--- config.mk ---
export PLATFORM = sky130hd
export DESIGN_NAME = stream_fifo
export DESIGN_NICKNAME = d
export VERILOG_FILES = /design/src/logic/stream_fifo.sv
export SDC_FILE = /design/constraint.sdc
export NUM_CORES = 1
export LEC_CHECK = 0
export BUFFER_PORTS_ARGS = -buffer_cell sky130_fd_sc_hd__buf_2
export CORE_AREA = 8 8 45 47
export DETAILED_ROUTE_END_ITERATION = 10
export DIE_AREA = 0 0 53 55
export PLACE_DENSITY_LB_ADDON = 0.08
export RECOVER_POWER = 50
export SYNTH_ARGS = -nofsm -noshare
export SYNTH_HDL_FRONTEND = slang
export SYNTH_SLANG_ARGS = --single-unit
--- constraint.sdc ---
create_clock -name axi_aclk -period 3.5 [get_ports axi_aclk]
set_input_delay 0.175 -clock axi_aclk [delete_from_list [all_inputs] [get_ports axi_aclk]]
set_output_delay 0.175 -clock axi_aclk [all_outputs]
set_load 0.01 [all_outputs]
--- src/logic/stream_fifo.sv ---
// Synchronous stream FIFO
`default_nettype none

module stream_fifo #(
  parameter type payload_t = logic,
  parameter int  DEPTH     = 4
) (
  input  wire logic                       axi_aclk,
  input  wire logic                       rst_n,
  input  wire payload_t                   in_data,
  input  wire logic                       in_valid,
  output logic                            in_ready,
  output payload_t                        out_data,
  output logic                            out_valid,
  input  wire logic                       out_ready,
  output logic [$clog2(DEPTH+1)-1:0]      fill
);

  localparam int PTR_W = (DEPTH > 1) ? $clog2(DEPTH) : 1;

  payload_t             mem [DEPTH];
  logic [PTR_W-1:0]     wr_ptr;
  logic [PTR_W-1:0]     rd_ptr;
  logic                 push;
  logic                 pop;

  assign in_ready  = (fill != DEPTH[$clog2(DEPTH+1)-1:0]);
  assign out_valid = (fill != '0);
  assign out_data  = mem[rd_ptr];

  assign push = in_valid && in_ready;
  assign pop  = out_valid && out_ready;

  always_ff @(posedge axi_aclk) begin
    if (push) begin
      mem[wr_ptr] <= in_data;
    end
  end

  always_ff @(posedge axi_aclk) begin
    if (!rst_n) begin
      wr_ptr <= '0;
      rd_ptr <= '0;
      fill   <= '0;
    end else begin
      if (push) begin
        wr_ptr <= (wr_ptr == PTR_W'(DEPTH - 1)) ? '0 : wr_ptr + 1'b1;
      end
      if (pop) begin
        rd_ptr <= (rd_ptr == PTR_W'(DEPTH - 1)) ? '0 : rd_ptr + 1'b1;
      end
      // Simultaneous push and pop leave the level unchanged
      if (push && !pop) begin
        fill <= fill + 1'b1;
      end else if (pop && !push) begin
        fill <= fill - 1'b1;
      end
    end
  end

endmodule

`default_nettype wire

* After elaboration in Yosys (flattened, before gate mapping)
Memories as Yosys holds them, arrays and structs flattened. A register that Yosys moved wholly into a read port is not among the register bits. Cells that the tools add are included.
Word-level totals: memory bits (writable) 4, register bits after elaboration 7, input port bits 5, word-level logic and storage cells 27, output and inout bits 6, memories kept 1
Memory list:
- mem | depth 4, width 1, rd ports 1, clocked after memory_dff 1, wr ports 1, line 21 | payload_t mem [DEPTH];
Operators by class: $add $sub $neg 4, reduce and logical (&&, ||, !) cells 8, mux-type cells 8, eq/ne operators 3
Operators by type and width (number):
- $mux W2 | 4
- $mux W3 | 2
- $add A2 B1 Y2 const B | 2
- $eq A2 B2 Y1 const B | 2
- $logic_and A1 B1 Y1 | 4
- $add A3 B1 Y3 const B | 1
- $ne A3 B3 Y1 const B | 1
- $reduce_bool A3 Y1 | 1
- $sub A3 B1 Y3 const B | 1
- $logic_not A1 Y1 | 2
- $mux W1 | 2
- $reduce_bool A2 Y1 | 1

* Depth between registers and ports, before layout
depth in word-level cells 6, mapped depth 9, depth with buffers taken out 8

* Worst setup path before layout
OpenSTA, ideal clock, no wires.
path kind reg-to-reg, start point register fill[0], end point register fill[2], stages on the path, launching flop included 10, buffers on the path 1, setup time 0.076 ns, setup slack 1.232 ns, data required time 3.424 ns, clock period less this slack 2.268 ns, arrival 2.192 ns, cells stage by stage dfxtp_1 > or3b_1 > clkbuf_2 > and2_4 > ha_1 > inv_1 > fa_1 > xor2_1 > or3_2 > a21boi_0
On the way: longest elaborated chain between the ends 5, elaborated cells on any way between the ends 13, those cells by class 2 x add/sub; 1 x eq/ne; 2 x mux; 8 x reduce/logical
RTL lines:
- from (decl) | line 16 | output logic [$clog2(DEPTH+1)-1:0] fill
- from (signal assigned) | line 54 | fill <= fill + 1'b1;
- from (signal assigned) | line 56 | fill <= fill - 1'b1;
- $ne A3 B3 Y1 * | line 27 | assign in_ready = (fill != DEPTH[$clog2(DEPTH+1)-1:0]);
- net in_ready | line 12 | output logic in_ready,
- $logic_and A1 B1 Y1 * | line 31 | assign push = in_valid && in_ready;
- net push | line 24 | logic push;
- $logic_not A1 Y1 | line 55 | end else if (pop && !push) begin
- $logic_and A1 B1 Y1 | line 55
- $reduce_bool A2 Y1 (no source line)
The timed path passes the listed nets; every way through them passes the cells marked *. The select of a mux whose other input is x is not followed. A chain may end at the register's enable or synchronous reset.

* Worst setup path in the final report
start point register fill[0], end point register fill[2]
On the way: longest elaborated chain between the ends 5, elaborated cells on any way between the ends 13, those cells by class 2 x add/sub; 1 x eq/ne; 2 x mux; 8 x reduce/logical
RTL lines (line):
- $ne A3 B3 Y1 * | 27
- $logic_and A1 B1 Y1 * | 31
- net push | 24
- $logic_not A1 Y1 | 55
- $logic_and A1 B1 Y1 | 55
- $reduce_bool A2 Y1 (no source line)
Marks and branches as above.

==> flow_metrics.env <==
export IMPL_outcome="finished clean"
export IMPL_clk_latency_ps=260
export IMPL_cp_slowest_cell="dfxtp_1"
export IMPL_diodes=0
export IMPL_gp_congestion=0.720
export IMPL_setup_tns_final_ps=0
export IMPL_start_kind="flop"
export IMPL_dp_hpwl_um=740
export IMPL_die_width_um=53
export IMPL_netlist_instances=56
export IMPL_cts_resized=0
export IMPL_cts_tree="built"
export IMPL_ant_nets=0
export IMPL_max_freq_mhz=412
export IMPL_path_class="reg2reg"
export IMPL_syn_area_per_cell_um2=11.2
export IMPL_peakVddDrop_uv=393
export IMPL_row_count=14
export IMPL_io_buffers=10
export IMPL_finalHoldWorstSlack_ps=173
export IMPL_slew_violations=0
export IMPL_grt_overflow_total=0
export IMPL_core_mm2=0.00138
export IMPL_grt_pass1_wl_mm=1.55
export IMPL_period_minus_slack_ps=2430
export IMPL_die_area_mm2=0.00292
export IMPL_p_leak_nw=0.299
export IMPL_initial_core_util_pct=45.4
export IMPL_drtPass1Iterations=2
export IMPL_powerDensity_mw_per_mm2=761
export IMPL_hold_viol_final=0
export IMPL_htree_levels=1
export IMPL_setup_violations=0
export IMPL_grt_pass1_vias=368
export IMPL_synth_edff_count=4
export IMPL_grt_usage_pct=7.12
export IMPL_tightest_slew_ps=497
export IMPL_layout_common_cells="dfxtp_1, ha_1, buf_2, nand2_1, clkbuf_1"
export IMPL_syn_nets=68
export IMPL_finalCritPeriodShare_pct=69.3
export IMPL_avgRoutedWirePerCell_um=10.9
export IMPL_grt_max_degree=12
export IMPL_crit_chain="or3b_1 > and2_0 > ha_1 > inv_1 > fa_1 > xor2_1 > or3_2 > a21boi_0"
export IMPL_drt_iter0_markers=3
export IMPL_path_clk_slew_ps=70
export IMPL_post_cts_buffers=0
export IMPL_critPathBufInv=1
export IMPL_async_reset_ff_share_pct=0
export IMPL_cts_made_buffers=3
export IMPL_ys_warn_count=0
export IMPL_crit_path_end_kind="flop"
export IMPL_antenna_found_initial=0
export IMPL_clock_skew_ps=1.16
export IMPL_ys_seq_area_share_pct=47.8
export IMPL_vias=413
export IMPL_cts_max_path_buffers=2
export IMPL_crit_fanout=7
export IMPL_crit_path_max_incr_delay_ps=450
export IMPL_cts_root_buf="clkbuf_4"
export IMPL_worstPathRequired_ps=3690
export IMPL_drive_gt1_share_pct=23.5
export IMPL_synth_top_flop_cell="dfxtp_1"
export IMPL_slew_headroom_pct=66.6
export IMPL_hold_path_class="in2reg"
export IMPL_final_common_cell="dfxtp_1"
export IMPL_drc=0
export IMPL_routed_wl_um=915
export IMPL_vias_per_cell=4.92
export IMPL_grt_setup_unrepaired="false"
export IMPL_area_growth_pct=12.7
export IMPL_die_h_um=55
export IMPL_fin_nets=81
export IMPL_ctsHoldBuffers=0
export IMPL_arrival_ps=2610
export IMPL_worst_path_dominant_cell_family="simple AND/OR/NAND/NOR gates"
export IMPL_ys_ff_latch=13
export IMPL_synthDistinctLibCells=24
export IMPL_syn_area_um2=628
export IMPL_drv_cap=0
export IMPL_cts_sinks=13
export IMPL_ios=11
[area by class of cell]
type / count / area (um^2)
multi-input cells: 38 / 305
clock buffers: 4 / 26.3
fillers: 129 / 676
inverters: 3 / 11.3
flip-flops and latches: 13 / 300
well taps: 16 / 20.0
repair buffers: 10 / 45.0
[through the flow]
| step | power (mW) | setup slack, ps | util [%] | std cells | cell area, um^2 |
|---|---|---|---|---|---|
| detailed placement | 0.465 | 1130 | 49.8 | 80 | 689 |
| CTS | 0.555 | 1100 | 51.7 | 84 | 716 |
| finish | 0.539 | 1080 | 51.2 | 84 | 708 |
| global route | 0.589 | 867 | 51.2 | 84 | 708 |
| global placement | 0.466 | 1180 | 49.8 | 80 | 689 |
| floorplan | 0.401 | 1230 | - | 56 | 628 |
[routing by layer]
layer / part of all wire (%) / up-vias / track usage [%]
met5: 0 / - / 0
met4: 0 / 0 / 1.29
met3: 5.2 / 0 / 4.81
met2: 49 / 5 / 11.7
met1: 45 / 189 / 7.50
li1: - / 219 / -
[worst paths after layout]
path / start / endpoint / slack (ps) / depth (start not counted)
max: fill[0]$_SDFFE_PN0P_ / fill[2]$_SDFFE_PN0P_ / 1080 / 8
min: in_data / mem[0]$_DFFE_PP_ / 170 / 1
max reg2reg: fill[0]$_SDFFE_PN0P_ / fill[2]$_SDFFE_PN0P_ / 1080 / 8
min reg2reg: wr_ptr[1]$_SDFFE_PN0P_ / wr_ptr[1]$_SDFFE_PN0P_ / 500 / 2
[logic make-up after synthesis]
family / share of synthesized area [%]
flops: 47.8
simple gates: 18.7
compound gates: 5.58
buf+inv: 3.19
fa+ha+maj: 15.1
xor+xnor: 2.79
mux: 6.77
[cells in the mapped netlist, drive strengths merged, types with 2 or more instances]
library cell | n | area [um^2]
mux2i | 2 | 20.0
nand2 | 5 | 18.8
dfxtp | 9 | 180
o21ai | 4 | 20.0
inv | 3 | 11.3
or3 | 2 | 15.0
nor2 | 2 | 7.51
clkbuf | 2 | 8.75
edfxtp | 4 | 120
and2 | 2 | 15.0
nand3 | 2 | 10.0
and3 | 4 | 30.0
ha | 6 | 75.1
[report_power, final]
part	switching [mW]	internal, mW
logic	0.107	0.110
registers	0.0393	0.195
clock network	0.0430	0.0441
total	0.190	0.349
(Power assumes the default switching activity.)
