### config.mk
export PLATFORM = sky130hd
export DESIGN_NAME = replay_reader
export DESIGN_NICKNAME = d
export VERILOG_FILES = /design/src/logic/replay_pkg.sv /design/src/logic/replay_reader.sv
export SDC_FILE = /design/constraint.sdc
export NUM_CORES = 1
export LEC_CHECK = 0
export ABC_AREA = 1
export BUFFER_PORTS_ARGS = -buffer_cell sky130_fd_sc_hd__buf_2
export CORE_MARGIN = 2
export CORE_UTILIZATION = 50
export DETAILED_ROUTE_END_ITERATION = 16
export GPL_TIMING_DRIVEN = 0
export PLACE_DENSITY_LB_ADDON = 0.3
export SYNTH_ARGS = -nofsm -noshare
export SYNTH_HDL_FRONTEND = slang
export SYNTH_SLANG_ARGS = --single-unit
### constraint.sdc
create_clock -name axi_aclk -period 8.6 [get_ports axi_aclk]
set_clock_uncertainty 0.05 [all_clocks]
set_input_delay 0.43 -clock axi_aclk [delete_from_list [all_inputs] [get_ports axi_aclk]]
set_output_delay 0.43 -clock axi_aclk [all_outputs]
set_load 0.01 [all_outputs]
### src/logic/replay_pkg.sv
// Packet replay shared definitions
`default_nettype none

package replay_pkg;

  localparam int NUM_QUEUES    = 4;
  localparam int QID_W         = 2;
  localparam int DATA_W        = 32;
  localparam int ADDR_W        = 8;
  localparam int COUNT_W       = 8;
  localparam int EGRESS_DEPTH  = 4;
  localparam int INGRESS_DEPTH = 4;

  // Width of an egress FIFO fill level
  localparam int FILL_W = $clog2(EGRESS_DEPTH + 1);

  typedef logic [QID_W-1:0]  qid_t;
  typedef logic [ADDR_W-1:0] addr_t;

  // Stored word, also the egress payload
  typedef struct packed {
    logic [DATA_W-1:0] data;
    logic              last;
  } mem_word_t;

  // Ingress beat with one-hot destination port
  typedef struct packed {
    logic [DATA_W-1:0]     data;
    logic                  last;
    logic [NUM_QUEUES-1:0] dst_port;
  } stream_beat_t;

  // Per-queue window and replay count
  typedef struct packed {
    addr_t              addr_low;
    addr_t              addr_high;
    logic [COUNT_W-1:0] replay_count;
  } queue_cfg_t;

  // One extra bit so a full 256-word window still fits
  typedef logic [ADDR_W:0] word_count_t;

endpackage

`default_nettype wire

### src/logic/replay_reader.sv
// Round-robin replay reader
`default_nettype none

module replay_reader
  import replay_pkg::*;
(
  input  wire logic                  axi_aclk,
  input  wire logic                  rst_n,
  input  wire queue_cfg_t            cfg [NUM_QUEUES],
  input  wire logic [NUM_QUEUES-1:0] start_replay,
  input  wire word_count_t           stored_count [NUM_QUEUES],
  input  wire logic [FILL_W-1:0]     fill [NUM_QUEUES],
  output logic                       rd_en,
  output addr_t                      rd_addr,
  output logic [NUM_QUEUES-1:0]      push
);

  logic [NUM_QUEUES-1:0] busy;
  logic [COUNT_W-1:0]    pass_left [NUM_QUEUES];
  word_count_t           offset [NUM_QUEUES];
  qid_t                  rr_ptr;

  // Queue tag of the read issued last cycle
  logic                  tag_valid;
  qid_t                  tag_q;

  logic [NUM_QUEUES-1:0] credit;
  logic [NUM_QUEUES-1:0] eligible;
  qid_t                  sel_q;

  always_comb begin
    for (int q = 0; q < NUM_QUEUES; q++) begin
      push[q]   = tag_valid && (tag_q == qid_t'(q));
      // A pending push already owns one FIFO slot
      credit[q] = (int'(fill[q]) + int'(push[q])) < EGRESS_DEPTH;
    end
  end

  assign eligible = busy & credit;

  always_comb begin
    qid_t idx;
    sel_q = rr_ptr;
    rd_en = 1'b0;
    for (int k = NUM_QUEUES - 1; k >= 0; k--) begin
      idx = rr_ptr + qid_t'(k);
      if (eligible[idx]) begin
        sel_q = idx;
        rd_en = 1'b1;
      end
    end
  end

  assign rd_addr = cfg[sel_q].addr_low + offset[sel_q][ADDR_W-1:0];

  always_ff @(posedge axi_aclk) begin
    if (!rst_n) begin
      busy      <= '0;
      rr_ptr    <= '0;
      tag_valid <= 1'b0;
      tag_q     <= '0;
      for (int q = 0; q < NUM_QUEUES; q++) begin
        pass_left[q] <= '0;
        offset[q]    <= '0;
      end
    end else begin
      tag_valid <= rd_en;
      tag_q     <= sel_q;

      if (rd_en) begin
        rr_ptr <= sel_q + 1'b1;
        if (offset[sel_q] + 1'b1 >= stored_count[sel_q]) begin
          // End of a pass
          offset[sel_q]    <= '0;
          pass_left[sel_q] <= pass_left[sel_q] - 1'b1;
          if (pass_left[sel_q] == COUNT_W'(1)) begin
            busy[sel_q] <= 1'b0;
          end
        end else begin
          offset[sel_q] <= offset[sel_q] + 1'b1;
        end
      end

      // Starts on a busy queue are dropped
      for (int q = 0; q < NUM_QUEUES; q++) begin
        if (start_replay[q] && !busy[q] &&
            cfg[q].replay_count != '0 && stored_count[q] != '0) begin
          busy[q]      <= 1'b1;
          pass_left[q] <= cfg[q].replay_count;
          offset[q]    <= '0;
        end
      end
    end
  end

endmodule

`default_nettype wire

# Yosys cells after proc, flatten, opt, wreduce, memory -nomap -nowiden
# Memories as Yosys holds them, arrays and structs flattened.
# Cells that the tools add are included.
# word_totals
regBits	9
ram_bits	68
input_bits	150
output_inout_bits	13
word_cells	156
n_memories	2
# mem_list
name	depth	width	rd	rd_clocked_by_memory_dff	wr	line	text
offset	4	9	1	0	5	replay_reader.sv:20	word_count_t offset [NUM_QUEUES];
pass_left	4	8	1	0	5	replay_reader.sv:19	logic [COUNT_W-1:0] pass_left [NUM_QUEUES];
# op_classes
addsub	11
magnitude_cmp	12
n_eq_ne	4
n_mux	61
bitwise	13
n_reduce_logical	46
# op_table
cell	n
2-to-1 mux 9 bit	7
binary-select mux 24 bit (select 2 bit)	1
2-to-1 mux 24 bit	2
nonzero test 9 bit	4
2-to-1 mux 1 bit	34
2-to-1 mux 8 bit	4
nonzero test 8 bit	4
nonzero test 2 bit	12
binary-select mux 9 bit (select 2 bit)	1
logical AND 1 bit	17
adder 3 x 1 -> 4 bit	4
< comparator 4 x 3 -> 1 bit (second input constant)	4
< comparator 2 x 3 -> 1 bit (second input constant)	5
2-to-1 mux 4 bit	3
AND reduction 3 bit	4
adder 9 x 1 -> 9 bit (second input constant)	1
greater-or-equal comparator 9 bit	1
OR 1 bit	9
adder 8 bit	1
bitwise AND 4 bit	2
binary-select mux 1 bit (select 2 bit)	4
equality test 8 x 1 -> 1 bit (second input constant)	1
2-to-1 mux 2 bit	4
subtractor 8 x 1 -> 8 bit (second input constant)	1
other kinds (11)	17

# Depth between registers and ports, before layout
# Gate-level depths: netlist of run 1.
# depth
depth_word	21
mapped_depth	37
mapped_depth_nobuf	37

# Worst setup path after synthesis of run 1
# No wires, ideal clock.
# synth_timing
path_type	register to register
from	register tag_q[0]
to	memory pass_left[0][0] (enable)
setup_ps	337
arrival_ps	4085
t_required_ps	8213
slack_ps	4128
stages_incl_launch_ff	35
synth_period_minus_slack_ps	4472
path_cell_list	dfxtp_1 nand2_2 nor2_2 nand2_1 nand3_1 nand2_1 nand2_1 nand2_2 o21ai_4 nand2_2 nand2_4 nand2_4 buf_6 nand2_1 nand3_1 nand2_1 inv_1 ha_1 or2_1 nand2_1 inv_1 ha_1 nand2_1 o211ai_1 nand3_1 nand2_1 nand3_1 nand2_1 a21oi_1 o21bai_1 inv_1 nor2_1 inv_1 buf_2 nand3_1
# synth_rtl
element	line	text
start: declaration	replay_reader.sv:25	qid_t tag_q;
start signal: assignment	replay_reader.sv:68	tag_q <= sel_q;
end: declaration	replay_reader.sv:19	

==> flow_metrics.py, run 1 <==
metrics = {
    "setup_path": {
        "worst-r2r-cell-count": 32,
        "critPathMaxFanout": 10,
        "worst_path_max_delay_cell": "nor2_1",
        "r2r-start": "tag_valid$_SDFF_PN0_",
        "crit_arrival_ns": 5.23,
        "r2r_slack_ns": 3.33,
        "cp-start-kind": "flip-flop",
        "cp_top_family": "simple AND/OR/NAND/NOR gates",
        "r2r-end": "pass_left[2][4]$_DFFE_PP_",
        "crit_top_cell": "nand2_1",
        "worstSetupPathType": "reg -> reg",
        "startpoint": "tag_valid$_SDFF_PN0_",
        "critPathBufInv": 6,
        "cp-end-kind": "flip-flop",
        "critPathRequiredTime_ns": 8.56,
        "cpPeakStageDelay_ns": 0.38,
    },
    "global_routing": {
        "grt_pass1_wl_mm": 26.6,
        "antenna_found_initial": 0,
        "grt_util_all_layers_pct": 26.8,
        "overflow": 0,
        "grt_pass1_vias": 5232,
        "grt_max_degree": 14,
    },
    "placement": {
        "hpwl_mm": 13.3,
        "numPortBuffers": 129,
        "place_congestion": 0.916,
    },
    "clock_network": {
        "cts_buffers": 9,
        "cts_hold_buf": 0,
        "tritoncts": "done",
        "cts_sinks": 77,
        "cts_resized": 0,
        "root_buffer": "clkbuf_16",
        "clock_latency_ns": 0.34,
        "clock_path_buffers": 2,
        "cts_setup_buffers": 0,
        "clkTransAtPathRegs_ns": 0.06,
        "htree_levels": 3,
    },
    "layout": {
        "final_common_cell": "nand2_1",
        "layout_common_cells": "nand2_1, buf_2, nand3_1",
        "antennaDiodeCount": 0,
        "fin_util_pct": 61.6,
        "drive_gt1_share_pct": 25.1,
        "layout.nets": 1102,
        "area_growth_syn_to_layout_pct": 19.2,
    },
    "yosys": {
        "synthCells": 788,
        "yosysUniqueCellTypes": 45,
        "synth_edf_count": 68,
        "synth_top_flop_cell": "edfxtp_1",
        "ys_async_sr_fraction_pct": 0,
        "synth_area_leaders": "edfxtp_1, nand2_1, nand3_1, nor2_1, inv_1",
        "synth_top_area_cell": "edfxtp_1",
        "ys.warnings.count": 0,
        "synth_fp_nets": 962,
        "syn_area_per_cell_sq_um": 7.52,
        "netlist_area_sq_um": 5920,
        "synth_seq_area_share_pct": 37.5,
        "synth_top_area_share_pct": 34.5,
        "ys_seq_elements": 77,
    },
    "floorplan": {
        "dieArea_sq_um": 12700,
        "rows": 39,
        "die_h_microns": 113,
        "die_w_microns": 113,
        "coreArea_sq_um": 11500,
        "io-pin-count": 163,
        "initial_utilization_pct": 51.6,
    },
    "route": {
        "vias_per_cell": 5.47,
        "ant_nets": 0,
        "drc": 0,
        "drt_first_pass_iters": 5,
        "drt_wl_total_mm": 17.1,
        "vias": 5883,
        "wl_per_cell_microns": 15.9,
        "drt_iter0_markers": 461,
    },
    "sta": {
        "worst_slew_pin_slew_ns": 0.601,
        "setup_tns_ns": 0,
        "period_minus_slack_ns": 5.27,
        "timing.fmax_ghz": 0.190,
        "grt_setup_unrepaired": "false",
        "hold_ws_ns": 0.355,
        "relSlewSlack_pct": 59.8,
        "drv_slew": 0,
        "period_share_pct": 61.3,
        "hold_violations": 0,
        "finalSetupViolations": 0,
    },
    "status": {
        "status": "finished, final reports clean",
    },
    "run": {
        "cap_violations": 0,
    },
    "hold_path": {
        "min_from": "cfg[1]",
        "whs_path_depth": 3,
        "min_to": "pass_left[3][1]$_DFFE_PP_",
        "hold_class": "in -> reg",
    },
}
==> layout make-up <==
| type | count | area [sq um] |
|---|---|---|
| multi-input cells | 593 | 3190 |
| flip-flops and latches | 77 | 2220 |
| fillers | 1038 | 4410 |
| plain buffers | 27 | 163 |
| clock buffers | 10 | 229 |
| inverters | 91 | 344 |
| repair buffers | 129 | 646 |
| well taps | 143 | 179 |
| clock inverters | 6 | 86.3 |
==> registers in the layout (all words and copies together), names as in the netlist <==
name,cells
tag_valid,1
tag_q,2
pass_left,32
offset,36
busy,4
rr_ptr,2
==> stage by stage <==
step / instances / worst slack [ns] / area, sq um
6_report: 1076 / 3.33 / 7060
3_5_place_dp: 1060 / 3.32 / 6750
4_1_cts: 1076 / 3.41 / 7060
5_1_grt: 1076 / 2.82 / 7060
3_3_place_gp: 1060 / 3.35 / 6750
2_1_floorplan: 788 / 4.13 / 5920
==> tightest hold or removal path: stages <==
cell and delay, ns:
buf_2 0.08, nand3_1 0.06, o21ai_1 0.06
==> worst max path at each step <==
stage | end | slack, ns | cells past startpoint
after global routing | pass_left[1][7]$_DFFE_PP_ | 2.82 | 32
final | pass_left[2][4]$_DFFE_PP_ | 3.33 | 32
after global placement | pass_left[0][1]$_DFFE_PP_ | 3.35 | 34
after detailed placement | pass_left[0][1]$_DFFE_PP_ | 3.32 | 34
after CTS | pass_left[2][1]$_DFFE_PP_ | 3.41 | 32
after floorplan | pass_left[0][0]$_DFFE_PP_ | 4.13 | 34
==> per-layer routing <==
layer | vias up | GRT usage [%] | share of wire, %
met1 | 2681 | 37.4 | 43
li1 | 2917 | - | -
met4 | 0 | 6.99 | 1.4
met3 | 21 | 3.80 | 9.0
met2 | 264 | 44.2 | 46
met5 | - | 0 | 0
==> synthesized netlist by cell type (2+ instances only) <==
master     count
a211oi_1       9
a21oi_1       12
a31oi_1        5
and2_1         3
buf_2         16
buf_4          3
buf_6          4
clkbuf_1       4
dfxtp_1        9
edfxtp_1      68
ha_1          23
inv_1         82
inv_2          7
nand2_1      177
nand2_2       25
nand2_4        4
nand3_1      120
nand3_2       14
nand3b_1       4
nor2_1       102
nor2_2         6
nor2_4         5
nor4_1        10
o2111ai_1      3
o21a_1         4
o21ai_0       30
o21ai_1        4
o22ai_1        6
or2_1          2
or4_1          6
xor2_1         7
==> cell families (layout without fill, tap and decap cells) <==
family	count (synthesis)	after routing	share of synthesized area [%]
AO/OA/AOI/OAI	77	77	7.82
buffers and inverters	118	263	8.56
flip-flops	77	77	37.5
AND/OR/NAND/NOR	482	482	38.9
XOR/XNOR	10	10	1.97
adder cells (fa/ha/maj)	24	24	5.20
Power of run 1 is left out: the tool's default activity adds up to more than one toggle a clock period on the data nets, which glitch-free logic cannot reach.
==> run 2: changes to the inputs <==
CORE_UTILIZATION = 49   (was 50)
clock period = 4.7 ns   (was 8.6 ns; I/O delays follow)
==> flow_metrics.py, run 2 (synthesized netlist as in run 1, its figures left out) <==
metrics = {
    "layout": {
        "reg.largest.list": "offset x36, pass_left x32, busy x4",
        "layout.nets": 1136,
        "max_flop_register": "offset",
        "largest_reg_flops": 36,
        "antennaDiodeCount": 0,
        "final_common_cell": "nand2_1",
        "fin_util_pct": 65.0,
        "fill_cells": 1020,
        "layout_common_cells": "nand2_1, buf_2, nand3_1",
        "drive_gt1_share_pct": 33.4,
        "area_growth_syn_to_layout_pct": 30.7,
    },
    "global_routing": {
        "grt_util_all_layers_pct": 27.9,
        "grt_pass1_vias": 5534,
        "overflow": 0,
        "antenna_found_initial": 0,
        "grt_max_degree": 14,
        "grt_pass1_wl_mm": 27.9,
    },
    "setup_path": {
        "worstSetupPathType": "reg -> reg",
        "cpPeakStageDelay_ns": 0.38,
        "cp-start-kind": "flip-flop",
        "startpoint": "tag_valid$_SDFF_PN0_",
        "r2r-start": "tag_valid$_SDFF_PN0_",
        "worst_path_max_delay_cell": "dfxtp_4",
        "cp-end-kind": "flip-flop",
        "critPathRequiredTime_ns": 4.88,
        "crit_arrival_ns": 4.73,
        "critPathMaxFanout": 7,
    },
    "hold_path": {
        "min_from": "cfg[76]",
        "hold_class": "in -> reg",
    },
    "clock_network": {
        "clkTransAtPathRegs_ns": 0.06,
        "root_buffer": "clkbuf_16",
        "clock_latency_ns": 0.34,
        "htree_levels": 3,
        "cts_buffers": 9,
        "clock_path_buffers": 2,
        "tritoncts": "done",
        "cts_sinks": 77,
    },
    "run": {
        "cap_violations": 0,
    },
    "placement": {
        "hpwl_mm": 13.4,
        "numPortBuffers": 129,
        "place_congestion": 0.978,
        "place_ws_ns": -0.530,
    },
    "sta": {
        "relSlewSlack_pct": 53.2,
        "period_share_pct": 96.8,
        "hold_violations": 0,
        "drv_slew": 0,
        "finalSetupViolations": 0,
        "worst_slew_pin_slew_ns": 0.702,
        "timing.fmax_ghz": 0.220,
        "setup_slack_ns": 0.152,
        "period_minus_slack_ns": 4.55,
    },
    "route": {
        "drt_iter0_markers": 623,
        "drt_wl_total_mm": 18.8,
        "wl_per_cell_microns": 16.9,
        "drc": 0,
        "vias_per_cell": 5.58,
        "vias": 6219,
        "drt_first_pass_iters": 5,
        "ant_nets": 0,
    },
    "floorplan": {
        "die_w_microns": 114,
        "coreArea_sq_um": 11900,
        "initial_utilization_pct": 49.7,
        "die_h_microns": 114,
        "dieArea_sq_um": 13000,
        "rows": 40,
        "io-pin-count": 163,
    },
    "status": {
        "status": "finished, final reports clean",
    },
}
-- run 2: cell types whose count changed in the layout (fill, tap and decap cells not counted), sizes merged --
cell and delta:
clkinvlp +1, buf +35, inv +1, clkbuf -1, bufinv -1, clkinv -1
-- run 2: worst paths after layout --
check,end,slack [ns],cells past startpoint
max,busy[3]$_SDFFE_PN0P_,0.15,36
min,pass_left[0][4]$_DFFE_PP_,0.16,3
max reg2reg,busy[3]$_SDFFE_PN0P_,0.15,36
min reg2reg,busy[2]$_SDFFE_PN0P_,0.43,2
-- run 2: critical path, delay by kind of cell, from the launching register on --
kind            cells  cell delay [ns]
compound gates      4             0.62
buf+inv             5             0.46
flops               1             0.38
simple gates       25             2.47
fa+ha+maj           2             0.43
-- run 2: metrics by stage --
step                hold WS [ns]  instance area [sq um]  instances  setup TNS (ns)
floorplan                  0.393                   5920        788               0
global placement           0.402                   6750       1064          -21.39
detailed placement         0.412                   6750       1064          -29.21
CTS                        0.152                   7190       1086               0
global route               0.174                   7740       1114           -1.73
finish                     0.158                   7740       1114               0
-- run 2: layout make-up --
| class | count | area [sq um] | share of cell area, % |
|---|---|---|---|
| repair inverters | 1 | 6.26 | 0.0808 |
| clock buffers | 11 | 233 | 3.01 |
| multi-input cells | 593 | 3470 | 44.9 |
| repair buffers | 162 | 891 | 11.5 |
| flip-flops and latches | 77 | 2230 | 28.9 |
| well taps | 147 | 184 | 2.38 |
| clock inverters | 5 | 60.1 | 0.776 |
| plain buffers | 27 | 288 | 3.72 |
| inverters | 91 | 372 | 4.80 |
-- run 2: timing repair --
| item | CTS | global route |
|---|---|---|
| pin swaps | 4 | 32 |
| buffers inserted | 6 | 26 |
| resized for setup | 32 | 109 |
| hold buffers | 0 | 0 |
| cloned | 0 | 2 |
| endpoints found under the setup margin | 105 | 106 |
-- run 2: layer usage --
metal  up-vias  global-route usage, %  part of all wire [%]  wire, microns
li1       2992                      -                     -              -
met1      2901                   38.4                    42           7890
met2       292                   45.8                    49           9110
met3        34                   4.09                   7.9           1480
met4         0                   8.21                   1.6            307
met5         -                      0                     0              0
Power of run 2 is left out for the same reason.
==> run 3: changes to the inputs <==
==> constraint.sdc (replaced) <==
create_clock -name axi_aclk -period 4.7 [get_ports axi_aclk]
set_clock_uncertainty 0.05 [all_clocks]
set_input_delay 0.705 -clock axi_aclk [delete_from_list [all_inputs] [get_ports axi_aclk]]
set_output_delay 0.705 -clock axi_aclk [all_outputs]
set_load 0.01 [all_outputs]
==> flow_metrics.py, run 3 (synthesized netlist as in run 1, its figures left out) <==
metrics = {
    "layout": {
        "multiInputGateArea_sq_um": 3560,
        "largest_reg_flops": 36,
        "fill_cells": 929,
        "reg.largest.list": "offset x36, pass_left x32, busy x4",
        "layout.nets": 1168,
        "fin_cells": 1146,
        "max_flop_register": "offset",
        "area_growth_syn_to_layout_pct": 37.3,
        "design_area_sq_um": 8130,
        "fin_util_pct": 68.3,
        "final_common_cell": "nand2_1",
        "regArea_sq_um": 2240,
        "layout_common_cells": "nand2_1, buf_2, nand3_1",
        "drive_gt1_share_pct": 37.3,
        "antennaDiodeCount": 0,
    },
    "setup_path": {
        "worst_path_max_delay_cell": "ha_1",
        "critPathMaxFanout": 8,
        "worstSetupPathType": "in -> out",
        "critPathRequiredTime_ns": 3.94,
        "startpoint": "fill[9]",
        "r2r-start": "tag_q[1]$_SDFF_PN0_",
        "cpPeakStageDelay_ns": 0.34,
        "cp_top_family": "simple AND/OR/NAND/NOR gates",
        "cp-start-kind": "input pin",
        "cp-end-kind": "output port",
        "crit_arrival_ns": 3.95,
        "critPathBufInv": 6,
        "crit_top_cell": "nand2_2",
    },
    "floorplan": {
        "die_h_microns": 114,
        "initial_utilization_pct": 49.7,
        "io-pin-count": 163,
        "coreArea_sq_um": 11900,
        "dieArea_sq_um": 13000,
        "die_w_microns": 114,
        "rows": 40,
    },
    "route": {
        "ant_nets": 0,
        "vias": 6512,
        "wl_per_cell_microns": 17.5,
        "drc": 0,
        "drt_iter0_markers": 601,
        "drt_wl_total_mm": 20.0,
        "drt_first_pass_iters": 5,
        "vias_per_cell": 5.68,
    },
    "clock_network": {
        "cts_sinks": 77,
        "htree_levels": 3,
        "root_buffer": "clkbuf_16",
        "clock_path_buffers": 2,
        "tritoncts": "done",
        "clock_latency_ns": 0.34,
        "cts_buffers": 9,
        "clkTransAtPathRegs_ns": 0.06,
        "cts_hold_buf": 0,
    },
    "global_routing": {
        "overflow": 0,
        "grt_pass1_vias": 5733,
        "antenna_found_initial": 0,
        "grt_util_all_layers_pct": 28.8,
        "grt_max_degree": 14,
        "grt_pass1_wl_mm": 28.9,
    },
    "run": {
        "cap_violations": 0,
    },
    "placement": {
        "numPortBuffers": 129,
        "place_congestion": 0.978,
        "dpl_cell_area_sq_um": 6750,
        "placed_cells": 1064,
        "hpwl_mm": 13.4,
    },
    "hold_path": {
        "min_from": "busy[0]$_SDFFE_PN0P_",
        "hold_class": "reg -> reg",
    },
    "sta": {
        "drv_slew": 0,
        "hold_violations": 0,
        "period_share_pct": 100,
        "finalSetupViolations": 1,
        "timing.fmax_ghz": 0.212,
        "setup_slack_ns": -0.00964,
        "relSlewSlack_pct": 47.1,
        "worst_slew_pin_slew_ns": 0.794,
        "period_minus_slack_ns": 4.71,
        "grt_setup_unrepaired": "true",
    },
    "status": {
        "violations": "setup timing",
        "status": "finished with violations",
    },
}
## run 3: worst paths after layout
| kind | to | slack (ns) | cells past startpoint |
|---|---|---|---|
| max | rd_addr[7] | -0.01 | 27 |
| min | busy[0]$_SDFFE_PN0P_ | 0.43 | 2 |
| max reg2reg | offset[3][3]$_SDFFCE_PN0P_ | 0.12 | 32 |
| min reg2reg | busy[0]$_SDFFE_PN0P_ | 0.43 | 2 |
## run 3: per-layer routing
layer	global-route usage [%]	share of wire, %	vias up
li1	-	-	3057
met1	38.7	39	3013
met2	47.2	48	384
met3	5.47	9.9	58
met4	9.43	2.6	0
met5	0	0	-
## run 3: what timing repair did
item / CTS / global route
buffers inserted: 30 / 35
gates resized for setup: 66 / 96
setup endpoints to repair: 108 / 107
hold endpoints to repair: 0 / 0
pin swaps: 19 / 33
cloned: 0 / 2
## run 3: final cells by class
cell class,instances,share of cell area (%)
buffer,27,3.89
clock buffer,11,2.86
clock inverter,5,0.739
inverter,91,4.48
multi-input combinational,593,43.8
sequential,77,27.5
tap,147,2.26
timing repair buffer,194,14.4
timing repair inverter,1,0.0769
## run 3: through the flow
step	hold slack, ns	setup TNS, ns	setup WS [ns]
floorplan	0.393	0	0.0173
global placement	0.402	-63.04	-0.828
detailed placement	0.412	-70.83	-0.917
CTS	0.420	0	0.00163
global route	0.447	-8.62	-0.202
finish	0.426	-0.00964	-0.00964
## run 3: worst reg2reg max path, delay by kind of cell, from the launching register on
family	cells	cell delay (ns)
DFF	1	0.37
adders and majority gates	2	0.49
and+or+nand+nor	21	2.14
buffers and inverters	5	0.69
AOI/OAI and AO/OA	4	0.60
Power of run 3 is left out for the same reason.
