==> config.mk <==
export PLATFORM = sky130hd
export DESIGN_NAME = capture_writer
export DESIGN_NICKNAME = d
export VERILOG_FILES = /design/src/logic/replay_pkg.sv /design/src/logic/capture_writer.sv
export SDC_FILE = /design/constraint.sdc
export NUM_CORES = 1
export LEC_CHECK = 0
export ABC_CLOCK_PERIOD_IN_PS = 19100
export BUFFER_PORTS_ARGS = -buffer_cell sky130_fd_sc_hd__buf_4
export CELL_PAD_IN_SITES_DETAIL_PLACEMENT = 1
export CELL_PAD_IN_SITES_GLOBAL_PLACEMENT = 1
export CORE_MARGIN = 3
export CORE_UTILIZATION = 36
export CTS_CLUSTER_SIZE = 25
export DETAILED_ROUTE_END_ITERATION = 16
export PLACE_DENSITY = 0.95
export SETUP_SLACK_MARGIN = 0.2
export SLEW_MARGIN = 20
export SYNTH_ARGS = -nofsm -noshare
export SYNTH_HDL_FRONTEND = slang
export SYNTH_SLANG_ARGS = --single-unit
==> constraint.sdc <==
create_clock -name axi_aclk -period 19.1 [get_ports axi_aclk]
set_input_delay 3.82 -clock axi_aclk [delete_from_list [all_inputs] [get_ports axi_aclk]]
set_output_delay 3.82 -clock axi_aclk [all_outputs]
set_load 0.02 [all_outputs]
==> src/logic/replay_pkg.sv <==
// Packet replay shared definitions
`default_nettype none

package replay_pkg;

  localparam int NUM_QUEUES    = 4;
  localparam int QID_W         = 2;
  localparam int DATA_W        = 32;
  localparam int ADDR_W        = 8;
  localparam int COUNT_W       = 8;
  localparam int EGRESS_DEPTH  = 4;
  localparam int INGRESS_DEPTH = 4;

  // Width of an egress FIFO fill level
  localparam int FILL_W = $clog2(EGRESS_DEPTH + 1);

  typedef logic [QID_W-1:0]  qid_t;
  typedef logic [ADDR_W-1:0] addr_t;

  // Stored word, also the egress payload
  typedef struct packed {
    logic [DATA_W-1:0] data;
    logic              last;
  } mem_word_t;

  // Ingress beat with one-hot destination port
  typedef struct packed {
    logic [DATA_W-1:0]     data;
    logic                  last;
    logic [NUM_QUEUES-1:0] dst_port;
  } stream_beat_t;

  // Per-queue window and replay count
  typedef struct packed {
    addr_t              addr_low;
    addr_t              addr_high;
    logic [COUNT_W-1:0] replay_count;
  } queue_cfg_t;

  // One extra bit so a full 256-word window still fits
  typedef logic [ADDR_W:0] word_count_t;

endpackage

`default_nettype wire

==> src/logic/capture_writer.sv <==
// Ingress steering and capture
`default_nettype none

module capture_writer
  import replay_pkg::*;
(
  input  wire logic                  axi_aclk,
  input  wire logic                  rst_n,
  input  wire stream_beat_t          beat,
  input  wire logic                  beat_valid,
  input  wire queue_cfg_t            cfg [NUM_QUEUES],
  input  wire logic [NUM_QUEUES-1:0] enable,
  output logic                       wr_en,
  output addr_t                      wr_addr,
  output mem_word_t                  wr_word,
  output word_count_t                stored_count [NUM_QUEUES]
);

  logic  in_pkt;
  qid_t  cur_q;
  logic  cur_keep;

  qid_t  first_q;
  qid_t  sel_q;
  logic  sel_keep;
  logic  has_room;
  logic  do_write;

  function automatic qid_t lowest_bit(input logic [NUM_QUEUES-1:0] bits);
    qid_t idx;
    idx = '0;
    for (int i = NUM_QUEUES - 1; i >= 0; i--) begin
      if (bits[i]) begin
        idx = qid_t'(i);
      end
    end
    return idx;
  endfunction

  // Queue is chosen on the first beat and held until last
  assign first_q  = lowest_bit(beat.dst_port);
  assign sel_q    = in_pkt ? cur_q : first_q;
  assign sel_keep = in_pkt ? cur_keep : ((|beat.dst_port) && enable[first_q]);

  // Window full once addr_low plus count passes addr_high
  assign has_room = (word_count_t'(cfg[sel_q].addr_low) + stored_count[sel_q])
                    <= word_count_t'(cfg[sel_q].addr_high);
  assign do_write = beat_valid && sel_keep && has_room;

  always_ff @(posedge axi_aclk) begin
    if (!rst_n) begin
      in_pkt   <= 1'b0;
      cur_q    <= '0;
      cur_keep <= 1'b0;
      wr_en    <= 1'b0;
      for (int q = 0; q < NUM_QUEUES; q++) begin
        stored_count[q] <= '0;
      end
    end else begin
      wr_en <= do_write;
      if (beat_valid) begin
        in_pkt <= !beat.last;
        if (!in_pkt) begin
          cur_q    <= first_q;
          cur_keep <= sel_keep;
        end
      end
      if (do_write) begin
        stored_count[sel_q] <= stored_count[sel_q] + 1'b1;
      end
    end
  end

  always_ff @(posedge axi_aclk) begin
    if (do_write) begin
      wr_addr      <= cfg[sel_q].addr_low + stored_count[sel_q][ADDR_W-1:0];
      wr_word.data <= beat.data;
      wr_word.last <= beat.last;
    end
  end

endmodule

`default_nettype wire

## Word-level counts from Yosys, hierarchy flattened

Cells that the tools add are included.

| word-level totals | value |
|---|---|
| register bits | 82 |
| latch bits | 0 |
| bits in writable memories | 0 |
| ROM bits | 0 |
| bits of input ports | 140 |
| memories kept | 0 |

| cells by class | value |
|---|---|
| add/sub/neg operators | 3 |
| multipliers | 0 |
| div/mod/pow operators | 0 |
| order comparisons | 4 |
| equal/unequal tests | 0 |
| shifts and indexed selects | 0 |
| mux-type cells | 17 |
| bitwise operators | 2 |
| reductions and logical operators | 7 |

Operators by type and width:

| kind | count |
|---|---|
| 24-bit binary-select mux with 2-bit select | 1 |
| 24-bit two-way mux | 2 |
| 36-bit bitwise mux | 1 |
| 9-bit two-way mux | 3 |
| 9-bit binary-select mux with 2-bit select | 1 |
| 9-bit demux with 2-bit select | 1 |
| 2-bit two-way mux | 5 |
| 8-bit by 9-bit adder with 9-bit output | 1 |
| 9-bit by 1-bit adder with 9-bit output, second input constant | 1 |
| 9-bit by 8-bit less-or-equal comparator with 1-bit output | 1 |
| 8-bit adder | 1 |
| 1-bit logical AND | 4 |
| 4-bit OR reduction | 1 |
| 3-bit greater-or-equal comparator, second input constant | 1 |
| 2-bit by 3-bit < comparator with 1-bit output, second input constant | 1 |
| 3-bit by 1-bit < comparator with 1-bit output, second input constant | 1 |
| 2-bit NOT with 3-bit output | 1 |
| 1-bit binary-select mux with 2-bit select | 1 |
| 1-bit two-way mux | 2 |
| 2-bit AND reduction | 1 |
| 1-bit logical NOT | 1 |
| 1-bit NOT | 1 |

## Logic depth before layout (Yosys ltp)

Gate-level depths: netlist of run 1.

| depth | value |
|---|---|
| depth after elaboration | 12 |
| mapped depth | 25 |

## Worst setup path after synthesis of run 1

OpenSTA, ideal clock, no wires.

| timing | value |
|---|---|
| path type | in2reg |
| start | input beat[1] (netlist bit) |
| end | register stored_count[14] (netlist bit) |
| setup time | 127 ps |
| data arrival time | 10187 ps |
| required time | 18973 ps |
| setup slack | 8786 ps |
| cell stages on the path | 21 |
| buffers on the path | 4 |
| path through | o41ai_2 buf_4 buf_4 clkbuf_1 clkbuf_1 nand2_1 a31oi_1 ha_1 a21o_1 a21oi_1 o21bai_1 a21oi_1 xnor2_1 ha_1 o21a_1 o21a_1 o22a_1 a221oi_1 nor2b_1 and3_1 a21oi_1 |

| on the way | value |
|---|---|
| cells in the longest elaborated chain, start to end | 10 |
| elaborated cells on any way between the ends | 26 |
| classes of those cells | 2 x add/sub; 3 x order compare; 15 x mux; 1 x bitwise; 5 x reduce/logical |

Ends and longest elaborated chain:

| item | RTL line | source |
|---|---|---|
| start, declared | capture_writer.sv:9 | `input wire stream_beat_t beat,` |
| 2-bit two-way mux (2 in a row) | capture_writer.sv:33 | `if (bits[i]) begin` |
| 2-bit two-way mux | n/a |  |
| 2-bit NOT with 3-bit output (not written as such) | capture_writer.sv:46, capture_writer.sv:47 |  |
| 24-bit binary-select mux with 2-bit select / 9-bit binary-select mux with 2-bit select (equally long branches) | capture_writer.sv:46, capture_writer.sv:47 |  |
| 24-bit two-way mux (not written as such) / 9-bit two-way mux (equally long branches) (2 in a row) | n/a |  |
| 8-bit by 9-bit adder with 9-bit output | capture_writer.sv:46 | `assign has_room = (word_count_t'(cfg[sel_q].addr_low) + stored_count[sel_q])` |
| 9-bit by 8-bit less-or-equal comparator with 1-bit output | capture_writer.sv:47 | `<= word_count_t'(cfg[sel_q].addr_high);` |
| 1-bit logical AND (*) | capture_writer.sv:48 | `assign do_write = beat_valid && sel_keep && has_room;` |
| via do_write | capture_writer.sv:27 | `logic do_write;` |
| end signal, assigned by index | capture_writer.sv:69 | `stored_count[sel_q] <= stored_count[sel_q] + 1'b1;` |
| end, declared | capture_writer.sv:16 | `output word_count_t stored_count [NUM_QUEUES]` |

The timed path passes the listed nets; every way through them passes the cells marked *. The select of a mux whose other input is x is not followed.
A chain may end at the register's enable or synchronous reset.

## Worst setup path in the final report of run 1

| timing | value |
|---|---|
| start | input beat[1] (netlist bit) |
| end | register stored_count[19] (netlist bit) |

| on the way | value |
|---|---|
| cells in the longest elaborated chain, start to end | 10 |
| elaborated cells on any way between the ends | 26 |
| classes of those cells | 2 x add/sub; 3 x order compare; 15 x mux; 1 x bitwise; 5 x reduce/logical |

Ends and longest elaborated chain:

| item | RTL line |
|---|---|
| 2-bit two-way mux (2 in a row) | capture_writer.sv:33 |
| 2-bit two-way mux | n/a |
| 2-bit NOT with 3-bit output (not written as such) | capture_writer.sv:46, capture_writer.sv:47, capture_writer.sv:69 |
| 24-bit binary-select mux with 2-bit select / 9-bit binary-select mux with 2-bit select (equally long branches) | capture_writer.sv:46, capture_writer.sv:47, capture_writer.sv:69 |
| 24-bit two-way mux (not written as such) / 9-bit two-way mux (equally long branches) (2 in a row) | n/a |
| 8-bit by 9-bit adder with 9-bit output | capture_writer.sv:46 |
| 9-bit by 8-bit less-or-equal comparator with 1-bit output | capture_writer.sv:47 |
| 1-bit logical AND | capture_writer.sv:48 |

Parallel ways exist; a longest one is shown, timed or not. The select of a mux whose other input is x is not followed.

==> results of run 1 <==
[critical path: stages]
cell and delay, ns:
buf_4 0.15, or2_1 0.24, o221ai_4 0.70, buf_4 0.45, a21oi_1 0.07, a22oi_1 0.52, ha_1 0.35, a21o_1 0.17
a21oi_1 0.25, o21bai_1 0.11, a21oi_1 0.22, xnor2_1 0.21, ha_1 0.31, o21a_1 0.19, o21a_1 0.19, o22a_1 0.21
a221oi_1 0.64, nor4b_4 0.95, mux2i_1 0.28, nor2b_1 0.06
[power breakdown]
part           internal (mW)  leakage [nW]  switching (mW)  total (mW)
Clock                  0.102         0.139          0.0768       0.179
Combinational         0.0848          1.84           0.119       0.204
Sequential             0.212         0.707          0.0103       0.222
Total                  0.399          2.69           0.206       0.606
[flip-flops by register name, summed over array words and instances, names as in the netlist]
register / cells
stored_count: 36
wr_word: 33
wr_addr: 8
cur_q: 2
cur_keep: 1
in_pkt: 1
wr_en: 1
[per-stage QoR]
stage | cell area [um2] | hold slack (ns) | total power [mW]
global placement | 5710 | 0.475 | 0.410
global route | 6040 | 0.551 | 0.633
finish | 6040 | 0.503 | 0.606
CTS | 6010 | 0.506 | 0.602
detailed placement | 5710 | 0.495 | 0.424
floorplan | 4210 | 0.467 | 0.343
[metal layers]
| metal | track usage | wire, um | up-vias |
|---|---|---|---|
| met3 | 0.0439 | 938 | 20 |
| li1 | - | - | 1882 |
| met4 | 0.0705 | 295 | 0 |
| met1 | 0.265 | 6270 | 2000 |
| met5 | 0 | 0 | - |
| met2 | 0.427 | 8140 | 152 |
[layout make-up]
type | instances | area, um2
clock buffer | 9 | 225
fill | 1273 | 5090
multi-input combinational | 308 | 2040
inverter | 6 | 22.5
tap | 140 | 175
timing repair buffer | 190 | 1450
clock inverter | 7 | 76.3
sequential | 82 | 2050
[synthesized netlist by cell type, types with 6 or more instances]
library cell  number  share of area
edfxtp_1          41           0.29
a21oi_1           32          0.038
inv_1              6         0.0053
o211a_1            8          0.019
dfxtp_1           41           0.19
ha_1              17          0.050
and2_1            10          0.015
mux2i_1           19          0.045
a22oi_1            6          0.011
clkbuf_1          13          0.012
o21ai_1            6         0.0071
nor2b_1            9          0.013
a31oi_1            9          0.013
nand3_1           10          0.012
o21ai_0           29          0.034
a21boi_0           6          0.011
a211oi_1           9          0.016
nor2_1             6         0.0053
nand2_1           79          0.070
xnor2_1           10          0.021
[placed cells by master, fill, tap and decap left out, types with 3 or more instances in the layout]
cell type,instances
a211oi_1,9
a21boi_0,6
a21o_1,3
a21oi_1,32
a22oi_1,6
a31oi_1,9
and2_1,10
buf_4,189
clkbuf_16,9
dfxtp_1,41
edfxtp_1,41
ha_1,17
inv_1,6
inv_6,3
mux2i_1,19
nand2_1,79
nand3_1,10
nand4_1,4
nor2_1,6
nor2b_1,8
o211a_1,8
o21a_1,3
o21ai_0,29
o21ai_1,6
or3_1,3
xnor2_1,10
xor2_1,4
[worst max path at each step]
stage,from,end,slack [ns],depth (start not counted)
2_1_floorplan,beat[1],stored_count[14]$_SDFFE_PN0P_,8.79,21
6_report,beat[1],stored_count[19]$_SDFFE_PN0P_,9.22,20
3_3_place_gp,beat[1],stored_count[15]$_SDFFE_PN0P_,8.91,20
3_5_place_dp,beat[1],stored_count[15]$_SDFFE_PN0P_,8.65,20
5_1_grt,beat[1],stored_count[19]$_SDFFE_PN0P_,8.84,20
4_1_cts,beat[1],stored_count[15]$_SDFFE_PN0P_,8.98,20
[cell families after synthesis]
group                    synth area share
AO/OA/AOI/OAI                       0.195
multiplexers                       0.0451
AND/OR/NAND/NOR                     0.151
adder cells (fa/ha/maj)            0.0552
buffers and inverters              0.0341
flip-flops                          0.487
XOR/XNOR                           0.0330
==> flow_summary.toml, run 1 <==
[outcome]
status = "completed"

[finish]
final_util = 0.543
fin_cells = 742
syn2layout_area_growth_pct = 43.2
layout.nets = 755
antenna_cells = 0
drive_above_1_share = 0.360

[worst_setup_path]
setup.worst_path.start_class = "input pin"
cp.arrival_ns = 10.11
worst-path-max-fanout = 33
cp-end-kind = "flop"
rr_startpoint = "in_pkt$_SDFFE_PN0P_"
worstSetupPathType = "in -> reg"
r2r_setup_slack_ns = 12.37
r2r-end = "stored_count[19]$_SDFFE_PN0P_"
critical_path_required_ns = 19.33
ff2ff_path_depth = 19

[yosys]
synth_area_um2 = 4210
synth_edf_count = 41
yosysUniqueCellTypes = 50
yosysWarnings = 0
syn_avg_cell_area_um2 = 10.1
ys_seq_elements = 82
async_flop_share = 0
synth_cells = 419
ys.flop_type = "edfxtp_1"
syn_nets = 577
ys_seq_area_frac = 0.487

[place]
dp.cells = 725
post-place-ws_ns = 8.65
dp_hpwl_um = 11900
io_buffers = 185
place_congestion = 0.839

[drt]
dr.pass1.iters = 4
drt_iter0_markers = 228
wirelength_um = 15600
drc_errors = 0
wl_per_cell_um = 21.1
via_per_inst = 5.46
num_vias = 4054
ant_nets = 0

[clock_network]
cts_tree = "done"
cts_resized = 0
cts_hold_buf = 0
cts.sinks = 82
cts_buffer_depth = 2
post_cts_buffers = 0
insertion_delay_ns = 0.34
cts-root-buf = "clkbuf_16"
htree_num_levels = 3
clk_pin_slew_ns = 0.07
cts_buffers = 9

[floorplan]
die_area_um2 = 13000
die_h_um = 114
core_area_um2 = 11100
pin_count = 218
rows = 38
start_util = 0.379
die_x_um = 114

[sta]
hold_viol_final = 0
layout_setup_ws_ns = 9.22
fmax_mhz = 101
finClkSkew_ns = 0.00760
post-route-period-util = 0.517
tns_ns = 0
slew_violations = 0
grt_setup_unrepaired = "no"
fin_crit_ns = 9.88
finalSetupViolCount = 0
tightest_slew_ns = 1.02
maxSlewHeadroom = 0.319

[grt]
grt_max_degree = 49
grt-ovfl-total = 0
grt_pass1_vias = 4251
grt_pass1_wl_um = 23100
antenna_found_initial = 0
track_usage = 0.230

[pwr]
ir_drop_v = 0.0000549
power_density_nw_per_um2 = 100
leakagePower_nw = 2.69

[min_path]
hp-start = "stored_count[13]$_SDFFE_PN0P_"
hold_path_end = "stored_count[13]$_SDFFE_PN0P_"
hp-class = "reg -> reg"
hold_depth = 2

[run]
maxCapViolCount = 0
No activity file was read; power rests on OpenSTA's default activity.
==> inputs of run 2 (changes only) <==
- ABC_CLOCK_PERIOD_IN_PS: 19100 -> 9500
- CORE_UTILIZATION: 36 -> 33
- PLACE_DENSITY: 0.95 -> 0.91
- clock period: 19.1 -> 9.5 ns (I/O delays scaled with it)
==> run 2 against run 1 <==
  * Non-clock buffer count decreased by 2
  * Wire length decreased by 7.3%
  * Via count decreased by 2.2%
  * Critical endpoint is now wr_word[10]$_DFFE_PP_
==> flow_summary.toml, run 2 (synthesis gave the netlist of run 1 again) <==
[drt]
dr.pass1.iters = 4
wl_per_cell_um = 18.9
routed.top_layer = "met4"
wirelength_um = 14500
route.met3.wl_um = 909
via_per_inst = 5.16
ant_nets = 0
drt_iter0_markers = 166
met1Wirelength_um = 5690
drc_errors = 0
num_vias = 3963
dr_wl_met2_um = 7580

[place]
io_buffers = 185
dp.cells = 752
place_congestion = 0.758
dp_hpwl_um = 11200
post-place-ws_ns = 1.25

[grt]
track_usage = 0.201
grt_pass1_wl_um = 22700
grt-ovfl-total = 0
grt_pass1_vias = 4253
antenna_found_initial = 0
grt_max_degree = 48

[floorplan]
core_area_um2 = 12300
start_util = 0.344
rows = 40
pin_count = 218
die_x_um = 119
die_h_um = 119
die_area_um2 = 14200

[finish]
fin_cells = 768
final_common_cell = "buf_4"
layout.nets = 753
largest_reg_flops = 36
syn2layout_area_growth_pct = 43.4
final_cell_mix = "buf_4, nand2_1, dfxtp_1, edfxtp_1, a21oi_1"
antenna_cells = 0
drive_above_1_share = 0.358
top_register = "stored_count"
fillers = 1432
reg.largest.list = "stored_count x36, wr_word x33, wr_addr x8"

[sta]
layout_setup_ws_ns = 1.62
maxSlewHeadroom = 0.322
slew_violations = 0
tightest_slew_ns = 1.01
finClkSkew_ns = 0.0145
fin_crit_ns = 7.88
fmax_mhz = 127
finalSetupViolCount = 0
post-route-period-util = 0.830
grt_setup_unrepaired = "no"
hold_viol_final = 0
holdWs_ns = 0.503
tns_ns = 0

[worst_setup_path]
cp_slowest_cell = "o41a_2"
cp.arrival_ns = 7.90
critical_path_required_ns = 9.52
cp-end-kind = "flop"
critical_path.cell_chain = "buf_4, nor2_1, o41a_2, a21oi_1, a22oi_1, ha_1, fa_1, a21o_1, a21oi_1, a21oi_1, nor2_1, xnor2_1, ha_1, nor4_1, o221ai_1, a221oi_1, nor2b_4, buf_4"
path_delay_family = "compound AO/OA/AOI/OAI gates"
worst-path-max-fanout = 47
worstSetupPathType = "in -> reg"
crit_buf_inv = 2
rr_startpoint = "in_pkt$_SDFFE_PN0P_"
startpoint = "beat[2]"
cpMostUsedCell = "a21oi_1"
setup.worst_path.start_class = "input pin"
slowest_delay_ns = 0.84

[clock_network]
cts_hold_buf = 0
cts.sinks = 82
cts-root-buf = "clkbuf_16"
insertion_delay_ns = 0.34
cts_resized = 0
clk_pin_slew_ns = 0.06
post_cts_buffers = 0
cts_buffers = 9
cts_buffer_depth = 2
htree_num_levels = 3
cts_tree = "done"

[outcome]
status = "completed"

[pwr]
clkPwrFrac = 0.299
combPwrFrac = 0.330
p_int_mw = 0.805
seqPwrFrac = 0.371
ir_drop_v = 0.000113
power_density_nw_per_um2 = 199
leakagePower_nw = 2.69
p_switching_mw = 0.397
finalPower_mw = 1.20
netSwitchingFraction = 0.331

[min_path]
hp-class = "reg -> reg"
hp-start = "stored_count[9]$_SDFFE_PN0P_"

[run]
maxCapViolCount = 0
## run 2: cell types whose count changed in the layout (fill, tap and decap cells not counted), sizes merged
cell,change
inv,+1
clkinvlp,-3
clkbuf,+1
buf,-2
clkinv,+1
## run 2: worst paths after layout
check | cells after the start | end | slack (ns)
max | 18 | wr_word[10]$_DFFE_PP_ | 1.62
max reg2reg | 18 | wr_word[10]$_DFFE_PP_ | 2.86
min | 2 | stored_count[9]$_SDFFE_PN0P_ | 0.50
min reg2reg | 2 | stored_count[9]$_SDFFE_PN0P_ | 0.50
## run 2: layer usage
layer  global-route usage  vias to the layer above
met5                    0                        -
met4               0.0681                        0
met3               0.0551                       23
met2                0.362                      142
met1                0.227                     1918
li1                     -                     1880
## run 2: through the flow
step	cell area, um2	utilization
2_1_floorplan	4210	-
3_3_place_gp	5730	0.468
3_5_place_dp	5730	0.468
4_1_cts	6040	0.493
5_1_grt	6040	0.493
6_report	6040	0.493
## run 2: cell type report
class / instances / area [um2] / area share
Sequential cell: 82 / 2050 / 0.339
Clock buffer: 10 / 239 / 0.0395
Inverter: 6 / 22.5 / 0.00373
Multi-Input combinational cell: 308 / 2040 / 0.337
Tap cell: 168 / 210 / 0.0348
Clock inverter: 6 / 71.3 / 0.0118
Timing Repair Buffer: 188 / 1410 / 0.233
## run 2: worst min-delay path, stage by stage, from the launching register on
cell,delay [ns]
dfxtp_1,0.32
o21ai_0,0.07
a21boi_0,0.07
## run 2: power by group through the flow
stage / registers, mW / clock network, mW / logic [mW]
2_1_floorplan: 0.499 / 0 / 0.190
3_3_place_gp: 0.451 / 0 / 0.374
3_5_place_dp: 0.454 / 0 / 0.398
4_1_cts: 0.447 / 0.367 / 0.400
5_1_grt: 0.450 / 0.385 / 0.431
6_report: 0.446 / 0.360 / 0.396
==> inputs of run 3 (changes only) <==
- ABC_CLOCK_PERIOD_IN_PS: 9500 -> 8200
- clock period: 9.5 -> 8.2 ns (I/O delays scaled with it)
==> run 3 against run 2 <==
  * Setup slack worse by 0.54 ns
  * Final cell count up 1.4%
  * First-iteration DRC count up 44%
  * Register-to-register slack worse by 0.79 ns
  * Via count up 2.1%
  * Wire length up 4.8%
  * Die area unchanged
  * Sequential power up 16%
  * Hold slack about the same
  * Clock power up 23%
  * Critical path depth up 5
  * Core utilization up 0.79 points
  * Largest power group unchanged
==> flow_summary.toml, run 3 (synthesis gave the netlist of run 1 again) <==
[drt]
drc_errors = 0
drt_iter0_markers = 239
dr.pass1.iters = 4
num_vias = 4045
wirelength_um = 15200
wl_per_cell_um = 19.5
via_per_inst = 5.19
ant_nets = 0

[worst_setup_path]
cp_slowest_cell = "nor4b_4"
rr_startpoint = "in_pkt$_SDFFE_PN0P_"
worstSetupPathType = "in -> reg"
cp.arrival_ns = 7.39
endpoint = "stored_count[7]$_SDFFE_PN0P_"
critical_path_required_ns = 8.47
worst-path-max-fanout = 15
setup.worst_path.start_class = "input pin"
critical_path.cell_chain = "buf_4, nor2b_2, o221ai_4, buf_4, a21oi_1, a22oi_1, buf_4, ha_1, fa_1, a21o_1, a21oi_1, a21oi_1, nor2_1, xnor2_1, ha_1, o21a_1, o21a_1, o22a_1, a221oi_1, nor4b_4, buf_4, o21ai_1, a21oi_1"
r2r-end = "stored_count[7]$_SDFFE_PN0P_"
slowest_delay_ns = 0.86
ff2ff_path_depth = 22
startpoint = "beat[2]"
r2r_setup_slack_ns = 2.07
cp-end-kind = "flop"

[clock_network]
cts-root-buf = "clkbuf_16"
cts_resized = 0
post_cts_buffers = 0
cts_buffers = 9
cts_buffer_depth = 2
cts_hold_buf = 0
clk_pin_slew_ns = 0.06
cts.sinks = 82
cts_tree = "done"
htree_num_levels = 3
insertion_delay_ns = 0.34

[sta]
fmax_mhz = 140
grt_setup_unrepaired = "no"
finalSetupViolCount = 0
tns_ns = 0
maxSlewHeadroom = 0.397
finClkSkew_ns = 0.00727
post-route-period-util = 0.869
slew_violations = 0
hold_viol_final = 0
holdWs_ns = 0.503
fin_crit_ns = 7.13
tightest_slew_ns = 0.900

[min_path]
hp-class = "reg -> reg"

[pwr]
clkPwrFrac = 0.309
combPwrFrac = 0.331
leakagePower_nw = 2.74
p_int_mw = 0.961
ir_drop_v = 0.000117
seqPwrFrac = 0.361
finalPower_mw = 1.43
power_density_nw_per_um2 = 233
netSwitchingFraction = 0.329
p_switching_mw = 0.471

[place]
dpl_cell_area_um2 = 5820
io_buffers = 185
place_congestion = 0.775
dp_hpwl_um = 11700
dp.cells = 763

[floorplan]
pin_count = 218
die_area_um2 = 14200
start_util = 0.344
core_area_um2 = 12300
die_h_um = 119
die_x_um = 119
rows = 40

[grt]
grt-ovfl-total = 0
grt_pass1_wl_um = 23600
track_usage = 0.214
grt_pass1_vias = 4362
grt_max_degree = 42
antenna_found_initial = 0

[finish]
final_common_cell = "buf_4"
syn2layout_area_growth_pct = 45.7
drive_above_1_share = 0.370
final_cell_mix = "buf_4, nand2_1, dfxtp_1, edfxtp_1, a21oi_1"
largest_reg_flops = 36
layout.nets = 764
reg.largest.list = "stored_count x36, wr_word x33, wr_addr x8"
antenna_cells = 0
top_register = "stored_count"
fin_cells = 779
final_area_um2 = 6140

[outcome]
status = "completed"

[run]
maxCapViolCount = 0
-- run 3: cell type report --
class | count | area (um2)
sequential | 82 | 2050
tap | 168 | 210
multi-input combinational | 308 | 2040
inverter | 6 | 22.5
clock inverter | 7 | 98.8
clock buffer | 9 | 225
timing repair buffer | 199 | 1490
fill | 1393 | 6120
-- run 3: power by group through the flow --
| stage | clock [mW] | combinational [mW] | sequential (mW) |
|---|---|---|---|
| 6_report | 0.442 | 0.474 | 0.516 |
| 2_1_floorplan | 0 | 0.221 | 0.577 |
| 3_3_place_gp | 0 | 0.445 | 0.522 |
| 5_1_grt | 0.470 | 0.516 | 0.521 |
| 4_1_cts | 0.451 | 0.477 | 0.517 |
| 3_5_place_dp | 0 | 0.471 | 0.525 |
-- run 3: worst min path at each step --
stage,start,to,slack [ns],cells after the start
final,stored_count[10]$_SDFFE_PN0P_,stored_count[10]$_SDFFE_PN0P_,0.50,2
after global routing,stored_count[11]$_SDFFE_PN0P_,stored_count[11]$_SDFFE_PN0P_,0.53,2
after CTS,stored_count[10]$_SDFFE_PN0P_,stored_count[10]$_SDFFE_PN0P_,0.51,2
after detailed placement,stored_count[11]$_SDFFE_PN0P_,stored_count[11]$_SDFFE_PN0P_,0.50,2
after global placement,cur_keep$_SDFFE_PN0P_,cur_keep$_SDFFE_PN0P_,0.47,1
after floorplan,cur_keep$_SDFFE_PN0P_,cur_keep$_SDFFE_PN0P_,0.47,1
-- run 3: worst max-delay path, delay by kind of cell --
| kind | cells | cell delay (ns) |
|---|---|---|
| AOI/OAI and AO/OA | 12 | 2.45 |
| xor gates and xnor gates | 1 | 0.19 |
| adders and majority gates | 3 | 0.92 |
| buffers and inverters | 4 | 0.87 |
| and+or+nand+nor | 3 | 1.31 |
-- run 3: per-stage QoR --
step | util | setup WS (ns)
2_1_floorplan | - | 0.860
3_3_place_gp | 0.474 | 1.01
3_5_place_dp | 0.474 | 0.736
4_1_cts | 0.501 | 1.10
5_1_grt | 0.501 | 0.737
6_report | 0.501 | 1.07
-- run 3: routing by layer --
metal,GRT usage,vias up,wire [um]
met3,0.0703,22,1120
li1,-,1894,-
met2,0.380,159,7690
met1,0.239,1970,6040
met5,0,-,0
met4,0.0724,0,343
